File: config.mk
export PLATFORM = sky130hd
export DESIGN_NAME = frame_display_top
export DESIGN_NICKNAME = d
export VERILOG_FILES = /design/src/verilog/frame_pkg.sv /design/src/verilog/scan_pkg.sv /design/src/verilog/pixel_mem_if.sv /design/src/verilog/window_writer.sv /design/src/verilog/pingpong_ram.sv /design/src/verilog/scan_reader.sv /design/src/verilog/frame_display_top.sv
export SDC_FILE = /design/constraint.sdc
export NUM_CORES = 1
export LEC_CHECK = 0
export BUFFER_PORTS_ARGS = -buffer_cell sky130_fd_sc_hd__buf_4
export CAP_MARGIN = 25
export CORE_MARGIN = 2
export CORE_UTILIZATION = 55
export CTS_CLUSTER_DIAMETER = 40
export DETAILED_ROUTE_END_ITERATION = 12
export HOLD_SLACK_MARGIN = 0.1
export PLACE_DENSITY = 0.71
export SYNTH_ARGS = -nofsm -noshare
export SYNTH_HDL_FRONTEND = slang
export SYNTH_SLANG_ARGS = --single-unit
File: constraint.sdc
create_clock -name clk -period 8.2 [get_ports clk]
set_clock_uncertainty 0.05 [all_clocks]
set_input_delay 0 -clock clk [delete_from_list [all_inputs] [get_ports clk]]
set_output_delay 0 -clock clk [all_outputs]
set_load 0.02 [all_outputs]
File: src/verilog/frame_pkg.sv
`default_nettype none

package frame_pkg;

    // Write side FSM of the window writer
    typedef enum logic [1:0] {
        wr_idle,  // Waiting for din_sop
        wr_frame, // Capturing the input frame
        wr_swap   // Frame stored, swap_req raised
    } wr_state_e;

    // Index of one of the two ping-pong banks
    typedef logic bank_t;

endpackage

`default_nettype wire

File: src/verilog/scan_pkg.sv
`default_nettype none

package scan_pkg;

    typedef enum logic [1:0] {
        sw_wait,    // No swap request seen
        sw_ack,     // Ack raised and display bank flipped
        sw_release  // Holding ack until req falls
    } sw_state_e;

    // Vertical phase of the raster
    typedef enum logic [1:0] {
        scan_active,
        scan_blank
    } scan_phase_e;

endpackage

`default_nettype wire

File: src/verilog/pixel_mem_if.sv
`timescale 1ns/1ps
`default_nettype none

interface pixel_mem_if #(
    parameter int ADDR_W = 6
);
    logic              wr_en;
    logic [ADDR_W-1:0] wr_addr;
    logic              wr_data;
    frame_pkg::bank_t  wr_bank;  // Bank the writer fills
    logic              rd_en;
    logic [ADDR_W-1:0] rd_addr;
    frame_pkg::bank_t  rd_bank;  // Bank on display
    logic              rd_data;

    modport writer (
        output wr_en, wr_addr, wr_data, wr_bank
    );

    modport reader (
        output rd_en, rd_addr, rd_bank,
        input  rd_data
    );

    modport memory (
        input  wr_en, wr_addr, wr_data, wr_bank, rd_en, rd_addr, rd_bank,
        output rd_data
    );
endinterface

`default_nettype wire

File: src/verilog/window_writer.sv
`timescale 1ns/1ps
`default_nettype none

module window_writer #(
    parameter int IMG_W  = 16,
    parameter int IMG_H  = 12,
    parameter int WIN_X  = 4,
    parameter int WIN_Y  = 3,
    parameter int WIN_W  = 8,
    parameter int WIN_H  = 6,
    parameter int ADDR_W = 6
) (
    input  logic        clk,
    input  logic        rst_n,
    input  logic        din,
    input  logic        din_vld,
    input  logic        din_sop,
    input  logic        din_eop,
    pixel_mem_if.writer mem,
    output logic        swap_req,
    input  logic        swap_ack
);

    localparam int CW = $clog2(IMG_W);
    localparam int RW = $clog2(IMG_H);

    frame_pkg::wr_state_e state;
    logic [CW-1:0]        col;
    logic [RW-1:0]        row;
    logic                 accept;
    logic                 last_pix;
    logic                 frame_end;
    logic                 in_win;
    logic [ADDR_W-1:0]    win_addr;

    // A frame starts only from idle, so a sop during wr_swap drops that frame
    assign accept = din_vld && (state == frame_pkg::wr_frame ||
                                (state == frame_pkg::wr_idle && din_sop));
    assign last_pix = (col == CW'(IMG_W - 1)) && (row == RW'(IMG_H - 1));
    assign frame_end = accept && (last_pix || din_eop); // An early eop also closes the frame

    assign in_win = (col >= WIN_X) && (col < WIN_X + WIN_W) &&
                    (row >= WIN_Y) && (row < WIN_Y + WIN_H);
    assign win_addr = ADDR_W'((row - WIN_Y) * WIN_W + (col - WIN_X));

    always_ff @(posedge clk or negedge rst_n) begin
        if (!rst_n) begin
            col <= '0;
            row <= '0;
        end else if (frame_end) begin
            col <= '0;
            row <= '0;
        end else if (accept) begin
            if (col == CW'(IMG_W - 1)) begin
                col <= '0;
                row <= row + 1'b1;
            end else begin
                col <= col + 1'b1;
            end
        end
    end

    always_ff @(posedge clk or negedge rst_n) begin
        if (!rst_n) begin
            state       <= frame_pkg::wr_idle;
            swap_req    <= 1'b0;
            mem.wr_bank <= 1'b0;
        end else begin
            case (state)
                frame_pkg::wr_idle, frame_pkg::wr_frame: begin
                    if (frame_end) begin
                        state    <= frame_pkg::wr_swap;
                        swap_req <= 1'b1;
                    end else if (accept) begin
                        state <= frame_pkg::wr_frame;
                    end
                end
                frame_pkg::wr_swap: begin
                    if (swap_ack) begin
                        state       <= frame_pkg::wr_idle;
                        swap_req    <= 1'b0;
                        mem.wr_bank <= ~mem.wr_bank; // Take over the bank just released by the reader
                    end
                end
                default: state <= frame_pkg::wr_idle;
            endcase
        end
    end

    always_ff @(posedge clk or negedge rst_n) begin
        if (!rst_n) begin
            mem.wr_en <= 1'b0;
        end else begin
            mem.wr_en <= accept && in_win;
        end
    end

    always_ff @(posedge clk) begin
        if (accept && in_win) begin
            mem.wr_addr <= win_addr;
            mem.wr_data <= din;
        end
    end

endmodule

`default_nettype wire

File: src/verilog/pingpong_ram.sv
`timescale 1ns/1ps
`default_nettype none

module pingpong_ram #(
    parameter int ADDR_W = 6
) (
    input  logic        clk,
    pixel_mem_if.memory mem
);

    localparam int DEPTH = 2 ** ADDR_W;

    logic store [2][DEPTH]; // First index is the bank

    // Display bank starts out blank
    initial begin
        for (int b = 0; b < 2; b++) begin
            for (int a = 0; a < DEPTH; a++) begin
                store[b][a] = 1'b0;
            end
        end
    end

    always @(posedge clk) begin
        if (mem.wr_en) begin
            store[mem.wr_bank][mem.wr_addr] <= mem.wr_data;
        end
    end

    // Registered read that holds its value while rd_en is low
    always @(posedge clk) begin
        if (mem.rd_en) begin
            mem.rd_data <= store[mem.rd_bank][mem.rd_addr];
        end
    end

endmodule

`default_nettype wire

File: src/verilog/scan_reader.sv
`timescale 1ns/1ps
`default_nettype none

module scan_reader #(
    parameter int WIN_W   = 8,
    parameter int WIN_H   = 6,
    parameter int H_BLANK = 4,
    parameter int V_BLANK = 2,
    parameter int ADDR_W  = 6
) (
    input  logic        clk,
    input  logic        rst_n,
    pixel_mem_if.reader mem,
    input  logic        swap_req,
    output logic        swap_ack,
    output logic        vga_hs,
    output logic        vga_vs,
    output logic        vga_de,
    output logic        vga_pix
);

    localparam int LINE_LEN    = WIN_W + H_BLANK;
    localparam int FRAME_LINES = WIN_H + V_BLANK;
    localparam int HW          = $clog2(LINE_LEN);
    localparam int VW          = $clog2(FRAME_LINES);

    logic [HW-1:0]          h_cnt;
    logic [VW-1:0]          v_cnt;
    scan_pkg::scan_phase_e  phase;
    scan_pkg::sw_state_e    sw_state;
    frame_pkg::bank_t       disp_bank;
    logic [ADDR_W-1:0]      addr_cnt;
    logic                   line_end;
    logic                   frame_last;
    logic                   blank_start;
    logic                   active;
    logic                   hs_raw;
    logic                   vs_raw;
    logic                   de_d1;
    logic                   hs_d1;
    logic                   vs_d1;

    assign line_end    = h_cnt == HW'(LINE_LEN - 1);
    assign frame_last  = v_cnt == VW'(FRAME_LINES - 1);
    assign blank_start = line_end && v_cnt == VW'(WIN_H - 1);
    assign active      = phase == scan_pkg::scan_active && h_cnt < WIN_W;
    assign hs_raw      = !(h_cnt >= WIN_W && h_cnt < WIN_W + H_BLANK - 2);
    assign vs_raw      = !(phase == scan_pkg::scan_blank && v_cnt == VW'(WIN_H));

    assign mem.rd_en   = active;
    assign mem.rd_addr = addr_cnt;
    assign mem.rd_bank = disp_bank;

    always_ff @(posedge clk or negedge rst_n) begin
        if (!rst_n) begin
            h_cnt <= '0;
            v_cnt <= '0;
            phase <= scan_pkg::scan_active;
        end else begin
            h_cnt <= line_end ? '0 : h_cnt + 1'b1;
            if (line_end) begin
                v_cnt <= frame_last ? '0 : v_cnt + 1'b1;
            end
            if (blank_start) begin
                phase <= scan_pkg::scan_blank;
            end else if (line_end && frame_last) begin
                phase <= scan_pkg::scan_active;
            end
        end
    end

    // Linear window address, wraps after the last active pixel
    always_ff @(posedge clk or negedge rst_n) begin
        if (!rst_n) begin
            addr_cnt <= '0;
        end else if (active) begin
            addr_cnt <= (addr_cnt == ADDR_W'(WIN_W * WIN_H - 1)) ? '0 : addr_cnt + 1'b1;
        end
    end

    // Two stages to line up with the registered RAM read
    always_ff @(posedge clk or negedge rst_n) begin
        if (!rst_n) begin
            de_d1   <= 1'b0;
            hs_d1   <= 1'b1;
            vs_d1   <= 1'b1;
            vga_de  <= 1'b0;
            vga_hs  <= 1'b1;
            vga_vs  <= 1'b1;
            vga_pix <= 1'b0;
        end else begin
            de_d1   <= active;
            hs_d1   <= hs_raw;
            vs_d1   <= vs_raw;
            vga_de  <= de_d1;
            vga_hs  <= hs_d1;
            vga_vs  <= vs_d1;
            vga_pix <= de_d1 & mem.rd_data;
        end
    end

    always_ff @(posedge clk or negedge rst_n) begin
        if (!rst_n) begin
            sw_state  <= scan_pkg::sw_wait;
            swap_ack  <= 1'b0;
            disp_bank <= 1'b1;
        end else begin
            case (sw_state)
                scan_pkg::sw_wait: begin
                    if (blank_start && swap_req) begin
                        sw_state  <= scan_pkg::sw_ack;
                        swap_ack  <= 1'b1;
                        disp_bank <= ~disp_bank; // Safe here since no reads happen in blank
                    end
                end
                scan_pkg::sw_ack: sw_state <= scan_pkg::sw_release;
                scan_pkg::sw_release: begin
                    if (!swap_req) begin
                        sw_state <= scan_pkg::sw_wait;
                        swap_ack <= 1'b0;
                    end
                end
                default: sw_state <= scan_pkg::sw_wait;
            endcase
        end
    end

endmodule

`default_nettype wire

File: src/verilog/frame_display_top.sv
`timescale 1ns/1ps
`default_nettype none

module frame_display_top #(
    parameter int IMG_W   = 16,
    parameter int IMG_H   = 12,
    parameter int WIN_X   = 4,
    parameter int WIN_Y   = 3,
    parameter int WIN_W   = 8,
    parameter int WIN_H   = 6,
    parameter int H_BLANK = 4,
    parameter int V_BLANK = 2,
    parameter int ADDR_W  = 6  // Must cover WIN_W * WIN_H
) (
    input  logic clk,
    input  logic rst_n,
    input  logic din,
    input  logic din_vld,
    input  logic din_sop,
    input  logic din_eop,
    output logic vga_hs,
    output logic vga_vs,
    output logic vga_de,
    output logic vga_pix,
    output logic frame_pending
);

    logic swap_req;
    logic swap_ack;

    pixel_mem_if #(.ADDR_W(ADDR_W)) mem_bus ();

    assign frame_pending = swap_req;

    window_writer #(
        .IMG_W(IMG_W), .IMG_H(IMG_H), .WIN_X(WIN_X), .WIN_Y(WIN_Y),
        .WIN_W(WIN_W), .WIN_H(WIN_H), .ADDR_W(ADDR_W)
    ) u_writer (
        .clk(clk), .rst_n(rst_n),
        .din(din), .din_vld(din_vld), .din_sop(din_sop), .din_eop(din_eop),
        .mem(mem_bus.writer),
        .swap_req(swap_req), .swap_ack(swap_ack)
    );

    pingpong_ram #(.ADDR_W(ADDR_W)) u_ram (
        .clk(clk),
        .mem(mem_bus.memory)
    );

    scan_reader #(
        .WIN_W(WIN_W), .WIN_H(WIN_H), .H_BLANK(H_BLANK), .V_BLANK(V_BLANK),
        .ADDR_W(ADDR_W)
    ) u_reader (
        .clk(clk), .rst_n(rst_n),
        .mem(mem_bus.reader),
        .swap_req(swap_req), .swap_ack(swap_ack),
        .vga_hs(vga_hs), .vga_vs(vga_vs), .vga_de(vga_de), .vga_pix(vga_pix)
    );

endmodule

`default_nettype wire

-- Word level (Yosys, flattened, before mapping)
Memory sizes are Yosys's and may differ from the RTL's.
Index checks and enable logic that the tools add are counted.
W data, S select, Z words.
- eq/ne operators: 17
- reductions and logical operators: 35
- shift-type cells: 0
- divide/modulo/power cells: 0
- bitwise gates (word level): 5
- mux-type cells: 31
- $lt $le $gt $ge: 10
- multiply operators: 0
- add/subtract/negate cells: 8
- operator list (operator ; count):
    $mux W64 ; 1
    $mux W4 ; 7
    $lt A4 B4 Y1 const B ; 4
    $logic_and A1 B1 Y1 ; 15
    $ge A7 B7 Y1 const B ; 2
    $mux W2 ; 7
    $not A6 Y7 ; 2
    $add A4 B1 Y4 const B ; 3
    $eq A4 B4 Y1 const B ; 3
    $reduce_and A2 Y1 ; 5
    $reduce_bool A2 Y1 ; 5
    $eq A3 B3 Y1 const B ; 3
    $mux W1 ; 8
    $lt A7 B1 Y1 const B ; 1
    $add A6 B1 Y6 const B ; 1
    $add A6 B6 Y6 ; 1
    $bmux W1 S6 ; 1
    $demux W1 S6 ; 1
    $eq A2 B1 Y1 const B ; 3
    $eq A6 B6 Y1 const B ; 1
    $logic_not A2 Y1 ; 3
    $mux W6 ; 1
    $ne A2 B1 Y1 const B ; 3
    $pmux W2 S3 ; 1
    other kinds (18) ; 24
- memory bits (read-only): 0
- logic and storage cells: 130
- memory bits (writable): 128
- memories kept: 1
- output and inout port bits: 5
- flip-flop bits (word level): 47
- bits of input ports: 6
- bits in latches: 0
- memory list (memory ; words ; bits a word ; rd ports ; clocked after memory_dff ; write ports ; RTL line ; RTL):
    u_ram.store ; 2 ; 64 ; 1 ; 0 ; 1 ; pingpong_ram.sv:13 ; logic store [2][DEPTH];

-- Longest topological paths before layout
- depth after elaboration: 7
- mapped depth: 9
- gate-level depth less buffers: 7

-- Hierarchy
Synthesis repeated with hierarchy kept, for this count alone.
- cell total of the unflattened synthesis: 580
- area total of the unflattened synthesis: 7875.1 um2
- modules (own cells, without submodules) (module ; area each (um2) ; cells an instance ; instances):
    pingpong_ram ; 5754.3 ; 396 ; 1
    scan_reader ; 1094.8 ; 91 ; 1
    window_writer ; 1026.0 ; 93 ; 1

-- Worst setup path after synthesis
OpenSTA, ideal clock, no wires.
- path kind: register to register
- start: register u_writer.state[1]
- end: register u_writer.mem.wr_addr[0] (enable)
- stages on the path, launching flop included: 5
- path slack: 5428 ps
- period minus slack after synthesis: 2772 ps
- data arrival time: 2306 ps
- cells stage by stage: dfrtp_1 -> nand2b_1 -> or2_2 -> clkbuf_1 -> a2111oi_0
- cells in the longest elaborated chain, start to end: 5
- elaborated cells on any way between the ends: 6
- those cells by class: eq/ne: 1; reduce/logical: 5
- ends and longest elaborated chain (item ; RTL line ; RTL):
    from (decl) ; window_writer.sv:27 ; frame_pkg::wr_state_e state;
    from (signal assigned) ; window_writer.sv:65 ; state <= frame_pkg::wr_idle;
    from (signal assigned) ; window_writer.sv:72 ; state <= frame_pkg::wr_swap;
    from (signal assigned) ; window_writer.sv:75 ; state <= frame_pkg::wr_frame;
    $logic_not A2 Y1 ; window_writer.sv:38 ; (state == frame_pkg::wr_idle && din_sop));
    $logic_and A1 B1 Y1 ; window_writer.sv:38 ;
    $logic_or A1 B1 Y1 (*) ; window_writer.sv:37 ; assign accept = din_vld && (state == frame_pkg::wr_frame ||
    $logic_and A1 B1 Y1 (*) ; window_writer.sv:37 ;
    $logic_and A1 B1 Y1 (*) ; window_writer.sv:99 ; if (accept && in_win) begin
    to (signal assigned) ; window_writer.sv:100 ; mem.wr_addr <= win_addr;
    to (decl) ; pixel_mem_if.sv:17 ; output wr_en, wr_addr, wr_data, wr_bank
Every way passes the cells marked *; elsewhere a longest branch is shown, timed or not.
A chain may end at the register's enable or synchronous reset.

-- Worst setup path in the final report
- start: register u_reader.disp_bank, in the netlist u_reader.mem.rd_bank
- end: register u_ram.mem.rd_data (data pin)
- cells in the longest elaborated chain, start to end: 4
- ends and longest elaborated chain (item ; RTL line ; RTL):
    from (decl) ; scan_reader.sv:31 ; frame_pkg::bank_t disp_bank;
    from (signal assigned) ; scan_reader.sv:113 ; disp_bank <= ~disp_bank;
    $mem_v2 Z2 W64 ; - ;
    $bmux W1 S6 ; pingpong_ram.sv:33 ; mem.rd_data <= store[mem.rd_bank][mem.rd_addr];
    $mux W1 (implied by the code) (2 in a row) ; pingpong_ram.sv:33 ;
    to (signal assigned) ; pingpong_ram.sv:33 ;
    to (decl) ; pixel_mem_if.sv:27 ; output rd_data
No other way between the ends. The select of a mux whose other input is x is not followed.

==> impl_results.md <==
- Detailed placement HPWL: 9.786 mm
- Syn Nets: 604
- CP Capture Type: flop
- Fmax: 0.3176 GHz
- Crit path DAT: 3.27 ns
- Most frequent cells in the layout: 143 x nor2_1, 136 x edfxtp_1, 33 x nand2_1, 33 x dfrtp_1
- Layout cells sized above 1: between 10% and 20%
- # DRC: 0
- Slowest stage delay, CP: 0.94 ns
- Die Span Y: roughly 120 um
- Mapped Cells: around 580
- Hold_buf cts: 9
- Final ANT Viol Nets: 0
- Root buffer cell: clkbuf_16
- Synth unique cells: 59
- FF-to-FF Start: u_reader.mem.rd_bank$_DFFE_PN1P_
- Worst-path fanout max: 23
- Worst-Skew Late Latency: 0.43 ns
- Number of port buffers: 10
- Clk slew on worst S/H paths: 0.06 ns
- Commonest non-fill, non-tap cell in the layout: nor2_1
- Syn. warnings: 0
- Reg2reg setup slack: 5.05 ns
- Setup CP Type: flop to flop
- Chip width: 123.1 um
- Setup TNS: 0 ns
- FFs w/ async S/R, synth: 21.84%
- Total CTS buffers: 17
- CTS tree: yes
- Cell count after placement: 750
- Gpl congestion: 0.8366
- Clock sinks: 174
- Crit path cell chain: buf_4 -> mux4_1 -> mux2_2 -> a221oi_2 -> a211oi_1 -> o32a_1
- Final Hold Fails: 0
- Initial DRC Count: 525
- Final core utilization: 62.72%
- WP buf/inv: 1
- Finished layout cell area: 8706 sq um
- Pins Over Slew Limit: 0
- Post_cts resized: 0
- Period minus WS final: 3.149 ns
- Antenna Cells: 0
- Syn Std Cell Area: 7807 sq um
- Antenna violations before repair: 0
- Max Root-Sink Buffers: 2
- Global-route wire length before repair: 24.44 mm
- CP Launch Point: u_reader.mem.rd_bank$_DFFE_PN1P_
- Critical path required time: approximately 8.3 ns
- Worst VDD drop: 0.1503 mV
- Startpoint types: flop
- Die footprint: 15,160 sq um
- Final setup fails: 0
- Routed len/inst: 19.85 um
- Pwr Density: 221.6 nW/um^2
- Vias in the first global route: 4,711
- Fillers: 1,024
- HP Start: din
- Register area: 5041 sq um
- H-tree depth: 4
- Total number of vias: 4,751
- Post-Route WL: 15.72 mm
- Crit-path leading delay family: flip-flops
- Fin cells: 792
- Initial cell density of the core: 56.25%
- FF+latch count, synth: 174
- GRT Total Usage: 22.12%
- NumNets Final: about 620
- DRT Pass-1 Iters: 5
- Status: finished, final reports clean
- Boundary Pins: 11
- WHS: approximately 0.25 ns
- Largest net degree at the start of global routing: between 100 and 150
- LEAKAGE: approximately 0.003 uW
- Global route total overflow: 0
- Critical-path top delay cell: dfstp_2
- Period Utilization, post-route: 38.40%
- Worst slew pin tran: 0.9293 ns
- Setup Buffers After CTS: 0
- P&R area growth vs syn: 11.51%
- Rows: between 40 and 50
- Seq/Total Area, Yosys: 64.57%
- Max-cap violations: 0
- RSZ-0062 raised after global routing: no
- Placed cell areas: 7975 sq um
- Area occupied by multi-input gates: 2551 sq um
- Slew margin rel.: 37.93%
- Core ar.: 13,880 sq um
- DR vias/cell: 5.999
- Post-synth EDFFs: 136
- Hold WC Path Type: primary input to flop
- Top_reg_cell synth: edfxtp_1
- Post-Syn Area per Cell: 13.37 sq um
## metrics by stage
| step | setup WS [ns] | total power (uW) |
|---|---|---|
| global placement | 5.102 | 1137 |
| CTS | 5.043 | 1944 |
| detailed placement | 5.036 | 1148 |
| floorplan | 5.428 | 1105 |
| finish | 5.051 | 1930 |
| global route | 4.902 | 1991 |
## cells by family after synthesis
family                     Yosys count  synth area share [%]
DFF                                174                 64.57
buffers and inverters               43                 2.837
muxes                               50                 10.64
AOI/OAI and AO/OA                   55                 5.000
xor gates and xnor gates             9                 1.010
adders and majority gates           14                 2.340
and+or+nand+nor                    239                 13.61
## layout make-up
cell class,count,share of cell area (%)
Clock buffer,26,6.467
Clock inverter,6,0.4599
Inverter,16,0.6899
Multi-Input combinational cell,367,29.30
Sequential cell,174,57.90
Tap cell,180,2.587
Timing Repair Buffer,23,2.587
## final timing paths
path / to / depth (start not counted)
min: u_writer.mem.wr_data$_DFFE_PP_ / 2
max in group asynchronous: u_writer.col[2]$_DFFE_PN0P_ / 4
min in group asynchronous: u_reader.mem.rd_bank$_DFFE_PN1P_ / 3
max reg2reg: u_ram.mem.rd_data$_DFFE_PP_ / 6
min reg2reg: u_reader.vga_hs$_DFF_PN1_ / 0
max: u_ram.mem.rd_data$_DFFE_PP_ / 6
## sequential cells by signal, indices dropped and copies added, names as in the netlist, 2 cells and up
name and count:
u_reader.sw_state 2, u_reader.mem.rd_addr 6, u_writer.state 2, u_writer.mem.wr_addr 6, u_writer.row 4, u_writer.col 4, u_reader.v_cnt 3, u_ram.store 128
u_reader.h_cnt 4
## report_power, final
part | internal [uW] | leakage [uW] | switching [uW]
logic | 61.0 | 0.000950 | 75.4
registers | 974 | 0.00170 | 22.4
clock network | 475 | 0.000299 | 321
total | 1510 | 0.00295 | 419
## Yosys cell counts, types with 2 or more instances
| master | number | area share (%) |
|---|---|---|
| xnor2_1 | 7 | 0.79 |
| edfxtp_1 | 136 | 52 |
| nand4b_1 | 3 | 0.34 |
| nand2b_1 | 4 | 0.32 |
| nand4_1 | 6 | 0.48 |
| mux2_2 | 6 | 0.87 |
| buf_8 | 2 | 0.38 |
| a21o_1 | 5 | 0.48 |
| or3b_2 | 3 | 0.34 |
| a2bb2oi_1 | 3 | 0.34 |
| inv_1 | 16 | 0.77 |
| nor2b_1 | 5 | 0.40 |
| mux2i_1 | 20 | 2.6 |
| a221oi_1 | 2 | 0.22 |
| o221ai_1 | 4 | 0.45 |
| o21ai_0 | 12 | 0.77 |
| nor2_1 | 143 | 6.9 |
| a31oi_1 | 3 | 0.24 |
| or3_1 | 6 | 0.48 |
| dfstp_2 | 5 | 1.7 |
| buf_2 | 4 | 0.26 |
| nand2_1 | 33 | 1.6 |
| o32ai_1 | 2 | 0.22 |
| o31ai_1 | 2 | 0.19 |
| buf_6 | 2 | 0.29 |
| dfrtp_1 | 33 | 11 |
| mux4_2 | 11 | 3.2 |
| o41ai_1 | 2 | 0.22 |
| xor2_1 | 2 | 0.22 |
| ha_1 | 13 | 2.1 |
| nor3_1 | 3 | 0.19 |
| nand3_1 | 18 | 1.2 |
| a21oi_1 | 9 | 0.58 |
| a211oi_1 | 3 | 0.29 |
| mux4_1 | 11 | 3.7 |
| clkbuf_1 | 16 | 0.77 |
| nand3b_1 | 7 | 0.67 |
## layer usage
metal	up-vias	global-route usage (%)	part of all wire, %
met5	-	0	0
met4	0	9.801	2.1
met3	27	5.120	5.2
met2	122	35.03	49
met1	2419	29.44	44
li1	2183	-	-
## worst reg2reg max path, cell delays in order, from the launching register on
cell      delay (ns)
dfstp_2         0.94
buf_4           0.50
mux4_1          0.63
mux2_2          0.29
a221oi_2        0.21
a211oi_1        0.10
o32a_1          0.19
Note: power is estimated with default switching activity, not from simulation.
